**src/source/fetchStage_settings.svh**
```systemverilog
// Widths and depths shared by the second fetch stage of the front end
`ifndef FETCHSTAGE_SETTINGS_SVH
`define FETCHSTAGE_SETTINGS_SVH

// bundle geometry
`define FETCH_WIDTH 4
`define SIZE_PC 32
`define SIZE_INSTRUCTION 64

// byte distance between neighbouring slots
`define PC_STEP 8

// control-transfer queue
`define CTI_QUEUE_DEPTH 16
`define SIZE_CTI_LOG 4

`endif

```
**src/source/fetchPkg.sv**
```systemverilog
// Control types, opcode values and slot structs for the second fetch stage
`include "fetchStage_settings.svh"

package fetchPkg;

  // encoding follows the predictor update bus
  typedef enum logic [1:0] {
    ctrlReturn = 2'b00,
    ctrlCall   = 2'b01,
    ctrlJump   = 2'b10,
    ctrlBranch = 2'b11
  } ctrlType_e;

  // opcode byte sits in the top of the instruction
  localparam logic [7:0] OP_RETURN = 8'h10;
  localparam logic [7:0] OP_CALL   = 8'h11;
  localparam logic [7:0] OP_JUMP   = 8'h12;
  localparam logic [7:0] OP_BRANCH = 8'h13;

  typedef struct packed {
    logic                btbHit;
    logic                prediction;
    logic [`SIZE_PC-1:0] btbTarget;
  } slotPredict_t;

  typedef struct packed {
    logic                isCtrl;
    ctrlType_e           ctrlType;
    logic [`SIZE_PC-1:0] target;
  } slotDecode_t;

  typedef struct packed {
    logic [`SIZE_INSTRUCTION-1:0] instruction;
    logic [`SIZE_PC-1:0]          pc;
    logic [`SIZE_PC-1:0]          target;
    logic [`SIZE_CTI_LOG-1:0]     ctiqTag;
    logic                         prediction;
  } instPacket_t;

  typedef struct packed {
    logic                     valid;
    logic [`SIZE_CTI_LOG-1:0] tag;
    logic [`SIZE_PC-1:0]      target;
    logic                     taken;
  } ctiResolve_t;

  typedef struct packed {
    logic                en;
    logic [`SIZE_PC-1:0] pc;
    logic [`SIZE_PC-1:0] target;
    ctrlType_e           ctrlType;
    logic                dir;
  } predUpdate_t;

  typedef struct packed {
    logic                recover;
    logic                isReturn;
    logic                isCall;
    logic [`SIZE_PC-1:0] target;
    logic [`SIZE_PC-1:0] callPc;
  } redirect_t;

endpackage

```
**src/source/ctiQueue.sv**
```systemverilog
// Circular control-transfer queue that issues tags, records resolutions and feeds updates
`timescale 1ns/1ps
`include "fetchStage_settings.svh"

module ctiQueue (
  input  logic                                       clk,
  input  logic                                       arstN_i,
  input  logic                                       write_i,
  input  logic [`FETCH_WIDTH-1:0]                    enqVector_i,
  input  logic [`FETCH_WIDTH-1:0][`SIZE_PC-1:0]      slotPc_i,
  input  fetchPkg::ctrlType_e [`FETCH_WIDTH-1:0]     slotType_i,
  input  logic                                       recoverFlag_i,
  input  fetchPkg::ctiResolve_t                      resolve_i,
  input  logic                                       flagRecoverEx_i,
  input  logic                                       commitCti_i,
  output logic [`FETCH_WIDTH-1:0][`SIZE_CTI_LOG-1:0] slotTag_o,
  output fetchPkg::predUpdate_t                      update_o,
  output logic                                       full_o
);

  import fetchPkg::*;

  localparam int Depth = `CTI_QUEUE_DEPTH;
  localparam logic [`SIZE_CTI_LOG:0] DepthCount = `CTI_QUEUE_DEPTH;
  localparam logic [`SIZE_CTI_LOG:0] FullLevel  = `CTI_QUEUE_DEPTH - `FETCH_WIDTH;

  logic [`SIZE_CTI_LOG-1:0] head;
  logic [`SIZE_CTI_LOG-1:0] tail;
  logic [`SIZE_CTI_LOG:0]   count;
  logic [`SIZE_CTI_LOG-1:0] headNext;
  logic [`SIZE_CTI_LOG:0]   countKeep;
  logic [`SIZE_CTI_LOG:0]   enqCount;
  logic [`SIZE_CTI_LOG-1:0] truncTail;
  logic [`SIZE_CTI_LOG-1:0] truncDiff;
  logic [`SIZE_CTI_LOG:0]   truncCount;
  logic                     doWrite;
  logic                     doCommit;
  logic                     truncate;
  logic                     writeEn;

  logic [`SIZE_PC-1:0] pcQ       [Depth];
  ctrlType_e           typeQ     [Depth];
  logic [`SIZE_PC-1:0] targetQ   [Depth];
  logic                dirQ      [Depth];
  logic                resolvedQ [Depth];

  // fewer than a bundle of free entries counts as full
  assign full_o   = count > FullLevel;
  assign doWrite  = write_i & ~full_o;
  assign doCommit = commitCti_i & (count != '0);
  assign truncate = resolve_i.valid & flagRecoverEx_i;
  assign writeEn  = doWrite & ~recoverFlag_i & ~truncate;

  assign headNext  = head + doCommit;
  assign countKeep = count - doCommit;
  assign truncTail = resolve_i.tag + 1'b1;
  assign truncDiff = truncTail - headNext;
  // zero distance with live entries means the queue wraps completely
  assign truncCount = (truncDiff != '0) ? {1'b0, truncDiff} :
                      (countKeep == '0) ? '0 : DepthCount;

  // enqueued slots take consecutive tags from the tail
  always_comb begin
    enqCount = '0;
    for (int k = 0; k < `FETCH_WIDTH; k++) begin
      slotTag_o[k] = tail + enqCount[`SIZE_CTI_LOG-1:0];
      enqCount     = enqCount + enqVector_i[k];
    end
    if (!doWrite) begin
      enqCount = '0;
    end
  end

  always_ff @(posedge clk or negedge arstN_i) begin
    if (!arstN_i) begin
      head  <= '0;
      tail  <= '0;
      count <= '0;
    end else begin
      head <= headNext;
      if (recoverFlag_i) begin
        tail  <= headNext;
        count <= '0;
      end else if (truncate) begin
        tail  <= truncTail;
        count <= truncCount;
      end else begin
        tail  <= tail + enqCount[`SIZE_CTI_LOG-1:0];
        count <= countKeep + enqCount;
      end
    end
  end

  always_ff @(posedge clk) begin
    for (int k = 0; k < `FETCH_WIDTH; k++) begin
      if (writeEn && enqVector_i[k]) begin
        pcQ[slotTag_o[k]]       <= slotPc_i[k];
        typeQ[slotTag_o[k]]     <= slotType_i[k];
        resolvedQ[slotTag_o[k]] <= 1'b0;
      end
    end
    if (resolve_i.valid) begin
      targetQ[resolve_i.tag]   <= resolve_i.target;
      dirQ[resolve_i.tag]      <= resolve_i.taken;
      resolvedQ[resolve_i.tag] <= 1'b1;
    end
  end

  // update write trails the commit pulse by one clock
  always_ff @(posedge clk or negedge arstN_i) begin
    if (!arstN_i) begin
      update_o.en <= 1'b0;
    end else begin
      update_o.en <= doCommit;
      if (doCommit) begin
        update_o.pc       <= pcQ[head];
        update_o.target   <= targetQ[head];
        update_o.ctrlType <= typeQ[head];
        update_o.dir      <= dirQ[head] & resolvedQ[head];
      end
    end
  end

endmodule

```
**src/source/fetchStage2.sv**
```systemverilog
// Second fetch stage top: slot split, predecode, redirect control and CTI queue
`timescale 1ns/1ps
`include "fetchStage_settings.svh"

module fetchStage2 (
  input  logic                                          clk,
  input  logic                                          arstN_i,
  input  logic                                          fs1Ready_i,
  input  logic                                          stall_i,
  input  logic                                          recoverFlag_i,
  input  logic [`SIZE_PC-1:0]                           pc_i,
  input  logic [`FETCH_WIDTH*`SIZE_INSTRUCTION-1:0]     instructionBundle_i,
  input  logic [`SIZE_PC-1:0]                           addrRas_i,
  input  fetchPkg::slotPredict_t [`FETCH_WIDTH-1:0]     predict_i,
  input  fetchPkg::ctiResolve_t                         resolve_i,
  input  logic                                          flagRecoverEx_i,
  input  logic                                          commitCti_i,
  output fetchPkg::instPacket_t [`FETCH_WIDTH-1:0]      packet_o,
  output logic [`FETCH_WIDTH-1:0]                       valid_o,
  output fetchPkg::redirect_t                           redirect_o,
  output fetchPkg::predUpdate_t                         update_o,
  output logic                                          fs2Ready_o,
  output logic                                          ctiQueueFull_o
);

  import fetchPkg::*;

  logic [`FETCH_WIDTH-1:0][`SIZE_PC-1:0]          slotPc;
  logic [`FETCH_WIDTH-1:0][`SIZE_INSTRUCTION-1:0] slotInst;
  slotDecode_t [`FETCH_WIDTH-1:0]                 decode;
  ctrlType_e [`FETCH_WIDTH-1:0]                   slotType;
  logic [`FETCH_WIDTH-1:0][`SIZE_PC-1:0]          slotTarget;
  logic [`FETCH_WIDTH-1:0][`SIZE_CTI_LOG-1:0]     slotTag;
  logic [`FETCH_WIDTH-1:0]                        enqVector;
  logic                                           queueFull;

  // slot 0 occupies the low bits of the bundle
  assign slotInst = instructionBundle_i;

  for (genvar k = 0; k < `FETCH_WIDTH; k++) begin : gSlot
    assign slotPc[k] = pc_i + `SIZE_PC'(k * `PC_STEP);

    preDecode i_preDecode (
      .pc_i          (slotPc[k]),
      .instruction_i (slotInst[k]),
      .btbTarget_i   (predict_i[k].btbTarget),
      .decode_o      (decode[k])
    );

    assign slotType[k] = decode[k].ctrlType;
    assign packet_o[k] = '{instruction: slotInst[k], pc: slotPc[k], target: slotTarget[k],
                           ctiqTag: slotTag[k], prediction: predict_i[k].prediction};
  end

  redirectCtrl i_redirectCtrl (
    .slotPc_i     (slotPc),
    .decode_i     (decode),
    .predict_i    (predict_i),
    .addrRas_i    (addrRas_i),
    .stall_i      (stall_i),
    .queueFull_i  (queueFull),
    .validMask_o  (valid_o),
    .enqVector_o  (enqVector),
    .slotTarget_o (slotTarget),
    .redirect_o   (redirect_o)
  );

  ctiQueue i_ctiQueue (
    .clk             (clk),
    .arstN_i         (arstN_i),
    .write_i         (fs1Ready_i & ~stall_i),
    .enqVector_i     (enqVector),
    .slotPc_i        (slotPc),
    .slotType_i      (slotType),
    .recoverFlag_i   (recoverFlag_i),
    .resolve_i       (resolve_i),
    .flagRecoverEx_i (flagRecoverEx_i),
    .commitCti_i     (commitCti_i),
    .slotTag_o       (slotTag),
    .update_o        (update_o),
    .full_o          (queueFull)
  );

  assign ctiQueueFull_o = queueFull;
  assign fs2Ready_o     = fs1Ready_i & ~queueFull;

endmodule

```
**src/source/preDecode.sv**
```systemverilog
// Single-slot predecoder that classifies a control instruction and forms its target
`timescale 1ns/1ps
`include "fetchStage_settings.svh"

module preDecode (
  input  logic [`SIZE_PC-1:0]          pc_i,
  input  logic [`SIZE_INSTRUCTION-1:0] instruction_i,
  input  logic [`SIZE_PC-1:0]          btbTarget_i,
  output fetchPkg::slotDecode_t        decode_o
);

  import fetchPkg::*;

  logic [7:0]          opcode;
  logic [15:0]         offset;
  logic [`SIZE_PC-1:0] directTarget;

  assign opcode = instruction_i[`SIZE_INSTRUCTION-1 -: 8];
  assign offset = instruction_i[15:0];

  // word offset scaled to bytes, relative to the following slot
  assign directTarget = pc_i + `SIZE_PC'(`PC_STEP)
                      + {{(`SIZE_PC-19){offset[15]}}, offset, 3'b000};

  always_comb begin
    decode_o.isCtrl   = 1'b1;
    decode_o.ctrlType = ctrlJump;
    decode_o.target   = directTarget;
    case (opcode)
      OP_RETURN: begin
        decode_o.ctrlType = ctrlReturn;
        // return target only known from the btb
        decode_o.target   = btbTarget_i;
      end
      OP_CALL: begin
        decode_o.ctrlType = ctrlCall;
      end
      OP_JUMP: begin
        decode_o.ctrlType = ctrlJump;
      end
      OP_BRANCH: begin
        decode_o.ctrlType = ctrlBranch;
      end
      default: begin
        decode_o.isCtrl = 1'b0;
      end
    endcase
  end

endmodule

```
**src/source/redirectCtrl.sv**
```systemverilog
// Picks the first taken control slot, trims the bundle and raises fetch redirects
`timescale 1ns/1ps
`include "fetchStage_settings.svh"

module redirectCtrl (
  input  logic [`FETCH_WIDTH-1:0][`SIZE_PC-1:0]  slotPc_i,
  input  fetchPkg::slotDecode_t [`FETCH_WIDTH-1:0] decode_i,
  input  fetchPkg::slotPredict_t [`FETCH_WIDTH-1:0] predict_i,
  input  logic [`SIZE_PC-1:0]                    addrRas_i,
  input  logic                                   stall_i,
  input  logic                                   queueFull_i,
  output logic [`FETCH_WIDTH-1:0]                validMask_o,
  output logic [`FETCH_WIDTH-1:0]                enqVector_o,
  output logic [`FETCH_WIDTH-1:0][`SIZE_PC-1:0]  slotTarget_o,
  output fetchPkg::redirect_t                    redirect_o
);

  import fetchPkg::*;

  localparam int IdxW = $clog2(`FETCH_WIDTH);

  logic [`FETCH_WIDTH-1:0] kept;
  logic [`FETCH_WIDTH-1:0] branchNT;
  logic                    firstFound;
  logic [IdxW-1:0]         firstIdx;
  slotDecode_t             firstDec;
  logic                    btbMiss;

  // taken or unconditional control ends the bundle
  always_comb begin
    for (int k = 0; k < `FETCH_WIDTH; k++) begin
      kept[k]     = decode_i[k].isCtrl
                  & (predict_i[k].prediction | (decode_i[k].ctrlType != ctrlBranch));
      branchNT[k] = decode_i[k].isCtrl & (decode_i[k].ctrlType == ctrlBranch)
                  & ~predict_i[k].prediction;
    end
  end

  // lowest kept slot wins
  always_comb begin
    firstFound = 1'b0;
    firstIdx   = '0;
    for (int k = `FETCH_WIDTH - 1; k >= 0; k--) begin
      if (kept[k]) begin
        firstFound = 1'b1;
        firstIdx   = IdxW'(k);
      end
    end
  end

  assign firstDec = decode_i[firstIdx];
  assign btbMiss  = firstFound & ~predict_i[firstIdx].btbHit;

  always_comb begin
    for (int k = 0; k < `FETCH_WIDTH; k++) begin
      validMask_o[k]  = ~firstFound | (k <= int'(firstIdx));
      slotTarget_o[k] = decode_i[k].target;
      if (!firstFound || k < int'(firstIdx)) begin
        enqVector_o[k] = branchNT[k];
      end else begin
        enqVector_o[k] = (k == int'(firstIdx));
      end
    end
    // ras supplies the return address on a btb miss
    if (btbMiss && firstDec.ctrlType == ctrlReturn) begin
      slotTarget_o[firstIdx] = addrRas_i;
    end
  end

  assign redirect_o.recover  = btbMiss & ~stall_i & ~queueFull_i;
  assign redirect_o.isReturn = btbMiss & (firstDec.ctrlType == ctrlReturn);
  assign redirect_o.isCall   = btbMiss & (firstDec.ctrlType == ctrlCall);
  assign redirect_o.target   = firstDec.target;
  assign redirect_o.callPc   = slotPc_i[firstIdx];

endmodule
```
**config.mk**
```make
export PLATFORM = sky130hd
export DESIGN_NAME = fetchStage2
export DESIGN_NICKNAME = d
export VERILOG_FILES = /design/src/source/fetchPkg.sv /design/src/source/ctiQueue.sv /design/src/source/fetchStage2.sv /design/src/source/preDecode.sv /design/src/source/redirectCtrl.sv
export VERILOG_INCLUDE_DIRS = /design/src /design/src/source
export SDC_FILE = /design/constraint.sdc
export NUM_CORES = 2
export LEC_CHECK = 0
export BUFFER_PORTS_ARGS = -buffer_cell sky130_fd_sc_hd__buf_4
export CAP_MARGIN = 5
export CORE_MARGIN = 2
export CORE_UTILIZATION = 32
export CTS_BUF_LIST = sky130_fd_sc_hd__clkbuf_16
export CTS_CLUSTER_SIZE = 8
export DETAILED_ROUTE_END_ITERATION = 10
export PLACE_DENSITY = 0.53
export SYNTH_ARGS = -nofsm -noshare
export SYNTH_HDL_FRONTEND = slang
export SYNTH_SLANG_ARGS = --single-unit
```
**constraint.sdc**
```tcl
create_clock -name clk -period 9.9 [get_ports clk]
set_input_delay 1.98 -clock clk [delete_from_list [all_inputs] [get_ports clk]]
set_output_delay 1.98 -clock clk [all_outputs]
set_load 0.02 [all_outputs]
```
==> flow_summary.yaml <==
run_status:
  status: "finished, final reports clean"
synth:
  syn_area_sq_mm: 0.0749
  syn_nets: 8065
  synth_compound_area_share_pct: 16.4
  yosysTopAreaCell: "edfxtp_1"
  syn_inst: 7327
  synth_warnings: 0
  synth_mux_area_share_pct: 8.70
  yosys.cell_count.top_type: "edfxtp_1"
  synth-xor-area-share_pct: 6.28
  synth_flop_cell: "edfxtp_1"
  synth-simple-area-share_pct: 11.3
  synth-edff-count: 1139
  synth-adder-area-share_pct: 4.07
  synthTopCellsByCount: "edfxtp_1 (1139), nand2_1 (762), o21ai_0 (753)"
  synth.distinct_cells: 92
  seq_area_frac_synth_pct: 46.6
  syn_area_per_cell_sq_um: 10.2
  synth_area_leaders: "edfxtp_1 (46%), o21ai_0 (5.0%), mux4_2 (4.0%)"
  ys_ff_latch: 1169
  async_flop_share_pct: 1.20
  synth_top_area_share_pct: 45.7
  synth_top_family_by_area: "compound AO/OA/AOI/OAI gates"
global_routing:
  grt_max_degree: 118
  antenna_found_initial: 94
  grt_pass1_wl_microns: 595000
  first_global_vias: 61500
  overflow: 0
  grt_usage_pct: 37.6
clock_tree:
  ctsHoldBuffers: 0
  cts_tree: "done"
  insertion_delay_ns: 0.83
  clk_pin_slew_ns: 0.05
  h-tree-depth: 4
  cts.sinks: 1169
  cts_buffers: 164
  cts-root-buf: "clkbuf_16"
  cts_buffer_depth: 3
worst_setup_path:
  critPathMaxFanout: 7
  crit_family: "simple AND/OR/NAND/NOR gates"
  crit_slowest_cell: "nand4_1"
  worstSetupStartpointType: "input port"
  critPathMaxStageDelay_ns: 0.82
  crit_type: "in2out"
  crit_chain: "buf_4, ha_1, and3_2, nand2_1, nor2_2, and2_1, nand2_1, xnor2_1, buf_4, ha_1, ha_1, nand2_1, o21bai_1, a2111oi_0, or2_2, o211ai_1, xnor2_1, nor2_1, a2111oi_0, nand4_1, buf_4"
  reg2reg_depth: 9
  crit_required_ns: 7.92
  r2r-start: "i_ctiQueue.tail[3]"
  critPathCapture: "redirect_o[60]"
  cp.depth: 21
  crit_path_end_kind: "primary output"
  r2r_end: "i_ctiQueue.pcQ[0][16]"
  r2r_setup_slack_ns: 4.45
  startpoint: "pc_i[4]"
  path_buf_inv: 3
  cp.arrival_ns: 7.88
floorplan:
  initial_core_util_pct: 32.2
  fp.dieW_microns: 488
  core_area_sq_mm: 0.233
  num_io_pins: 1174
  die_h_microns: 488
  dieArea_sq_mm: 0.238
  rows: 177
cells_and_area:
  final_cells: 11000
  nNetsFinal: 8525
  area_delta_synth_final_pct: 18.6
  drive_above_1_share_pct: 22.5
routing:
  drc: 0
  routedWlPerCell_microns: 41.8
  first_iter_violations: 9715
  vias_per_cell: 6.12
  wl_microns: 461000
  vias: 67500
  ant_nets: 0
  dr.pass1.iters: 9
power_and_ir_drop:
  peakVddDrop_uv: 229
  power_density_mw_per_mm2: 206
  power_mw: 18.3
  p_leak_nw: 32.2
flow_run:
  max_cap_viol_count: 0
placement:
  place_ws_ns: -0.424
  dp.cells: 10700
  port_buffers: 852
  gp_congestion: 1.17
  place_hpwl_microns: 347000
timing:
  hold_violations: 0
  setup_viol: 0
  fmax_mhz: 101
  setup_slack_ns: 0.0404
  tightest_slew_ns: 1.38
  relSlewSlack_pct: 5.19
  fin_tns_setup_ns: 0
  post-route-min-period_ns: 9.86
  rsz0062_at_grt: "no"
  drv_slew: 0
  fin_skew_ns: 0.0849
  fin_crit_sh_pct: 99.6
hold_path:
  hp-class: "reg2reg"
## registers in the layout, summed over array words and instances, names as in the netlist
register	flops
i_ctiQueue.count	5
i_ctiQueue.typeQ	32
i_ctiQueue.resolvedQ	16
i_ctiQueue.dirQ	16
i_ctiQueue.tail	4
i_ctiQueue.update_o	68
i_ctiQueue.head	4
i_ctiQueue.targetQ	512
i_ctiQueue.pcQ	512
## cell usage in the layout (no fill, tap or decap), types with 29 or more instances in the layout
| master | n |
|---|---|
| buf_4 | 1194 |
| edfxtp_1 | 1139 |
| o21ai_0 | 747 |
| nand2_1 | 742 |
| nor2_1 | 556 |
| a21oi_1 | 392 |
| xnor2_1 | 266 |
| mux2i_1 | 255 |
| o211ai_1 | 240 |
| xor2_1 | 240 |
| ha_1 | 224 |
| nand3_1 | 197 |
| clkbuf_16 | 166 |
| mux4_2 | 133 |
| inv_1 | 120 |
| a221oi_1 | 102 |
| a22oi_1 | 90 |
| a31oi_1 | 84 |
| or3_1 | 79 |
| mux2_2 | 78 |
| nor3_1 | 68 |
| diode_2 | 64 |
| a21o_1 | 52 |
| a211oi_1 | 46 |
| nand4_1 | 38 |
| nand2b_1 | 29 |
## worst reg2reg max path: cells and delay by family (launching register included)
family | cells | cell delay (ns)
AO/OA/AOI/OAI | 2 | 1.40
XOR/XNOR | 2 | 0.62
buffers and inverters | 2 | 0.70
flip-flops | 1 | 0.74
AND/OR/NAND/NOR | 3 | 1.78
## kinds of logic after synthesis
| group | count (synthesis) |
|---|---|
| AOI/OAI and AO/OA | 1992 |
| and+or+nand+nor | 1916 |
| adders and majority gates | 237 |
| other | 1 |
| xor gates and xnor gates | 537 |
| DFF | 1169 |
| buffers and inverters | 1002 |
| muxes | 473 |
## what timing repair did
action	in CTS	in global routing
resized for setup	4	25
setup buffers	0	4
pin swaps	1	4
setup endpoints to repair	4	10
## per-layer routing
metal / part of all wire (%) / up-vias / track usage, %
met3: 13 / 1170 / 16.2
li1: - / 27800 / -
met5: 0.16 / - / 2.25
met2: 43 / 4957 / 55.8
met1: 35 / 33600 / 42.4
met4: 9.0 / 46 / 28.6
## report_power, final
group	internal [mW]	switching [mW]	total (mW)	leakage (nW)
Combinational	2.47	4.63	7.10	19.2
Clock	2.97	2.20	5.17	2.36
Sequential	5.71	0.323	6.03	10.6
Total	11.2	7.15	18.3	32.2
## worst min path at each step
stage | start | end | slack, ns | depth (start not counted)
4_1_cts | i_ctiQueue.resolvedQ[6] | i_ctiQueue.resolvedQ[6] | 0.46 | 2
3_5_place_dp | i_ctiQueue.resolvedQ[6] | i_ctiQueue.resolvedQ[6] | 0.45 | 2
3_3_place_gp | i_ctiQueue.resolvedQ[5] | i_ctiQueue.resolvedQ[5] | 0.45 | 2
5_1_grt | i_ctiQueue.resolvedQ[3] | i_ctiQueue.resolvedQ[3] | 0.48 | 2
2_1_floorplan | i_ctiQueue.resolvedQ[15] | i_ctiQueue.resolvedQ[15] | 0.44 | 2
6_report | i_ctiQueue.resolvedQ[7] | i_ctiQueue.resolvedQ[7] | 0.46 | 2
## layout make-up
cell class | instances | area, sq um
timing repair buffer | 1208 | 9210
antenna | 64 | 160
clock inverter | 49 | 479
tap | 3132 | 3920
sequential | 1169 | 34900
clock buffer | 165 | 4130
multi-input combinational | 5156 | 35700
fill | 22900 | 144000
inverter | 88 | 330
## metrics by stage
step | hold slack, ns | utilization [%] | area, sq um
after floorplan | 0.439 | - | 74900
after CTS | 0.461 | 38.0 | 88500
after global routing | 0.481 | 38.1 | 88700
final | 0.459 | 38.2 | 88800
after global placement | 0.446 | 36.0 | 83800
after detailed placement | 0.453 | 36.0 | 83800
Note: power is estimated with default switching activity, not from simulation.
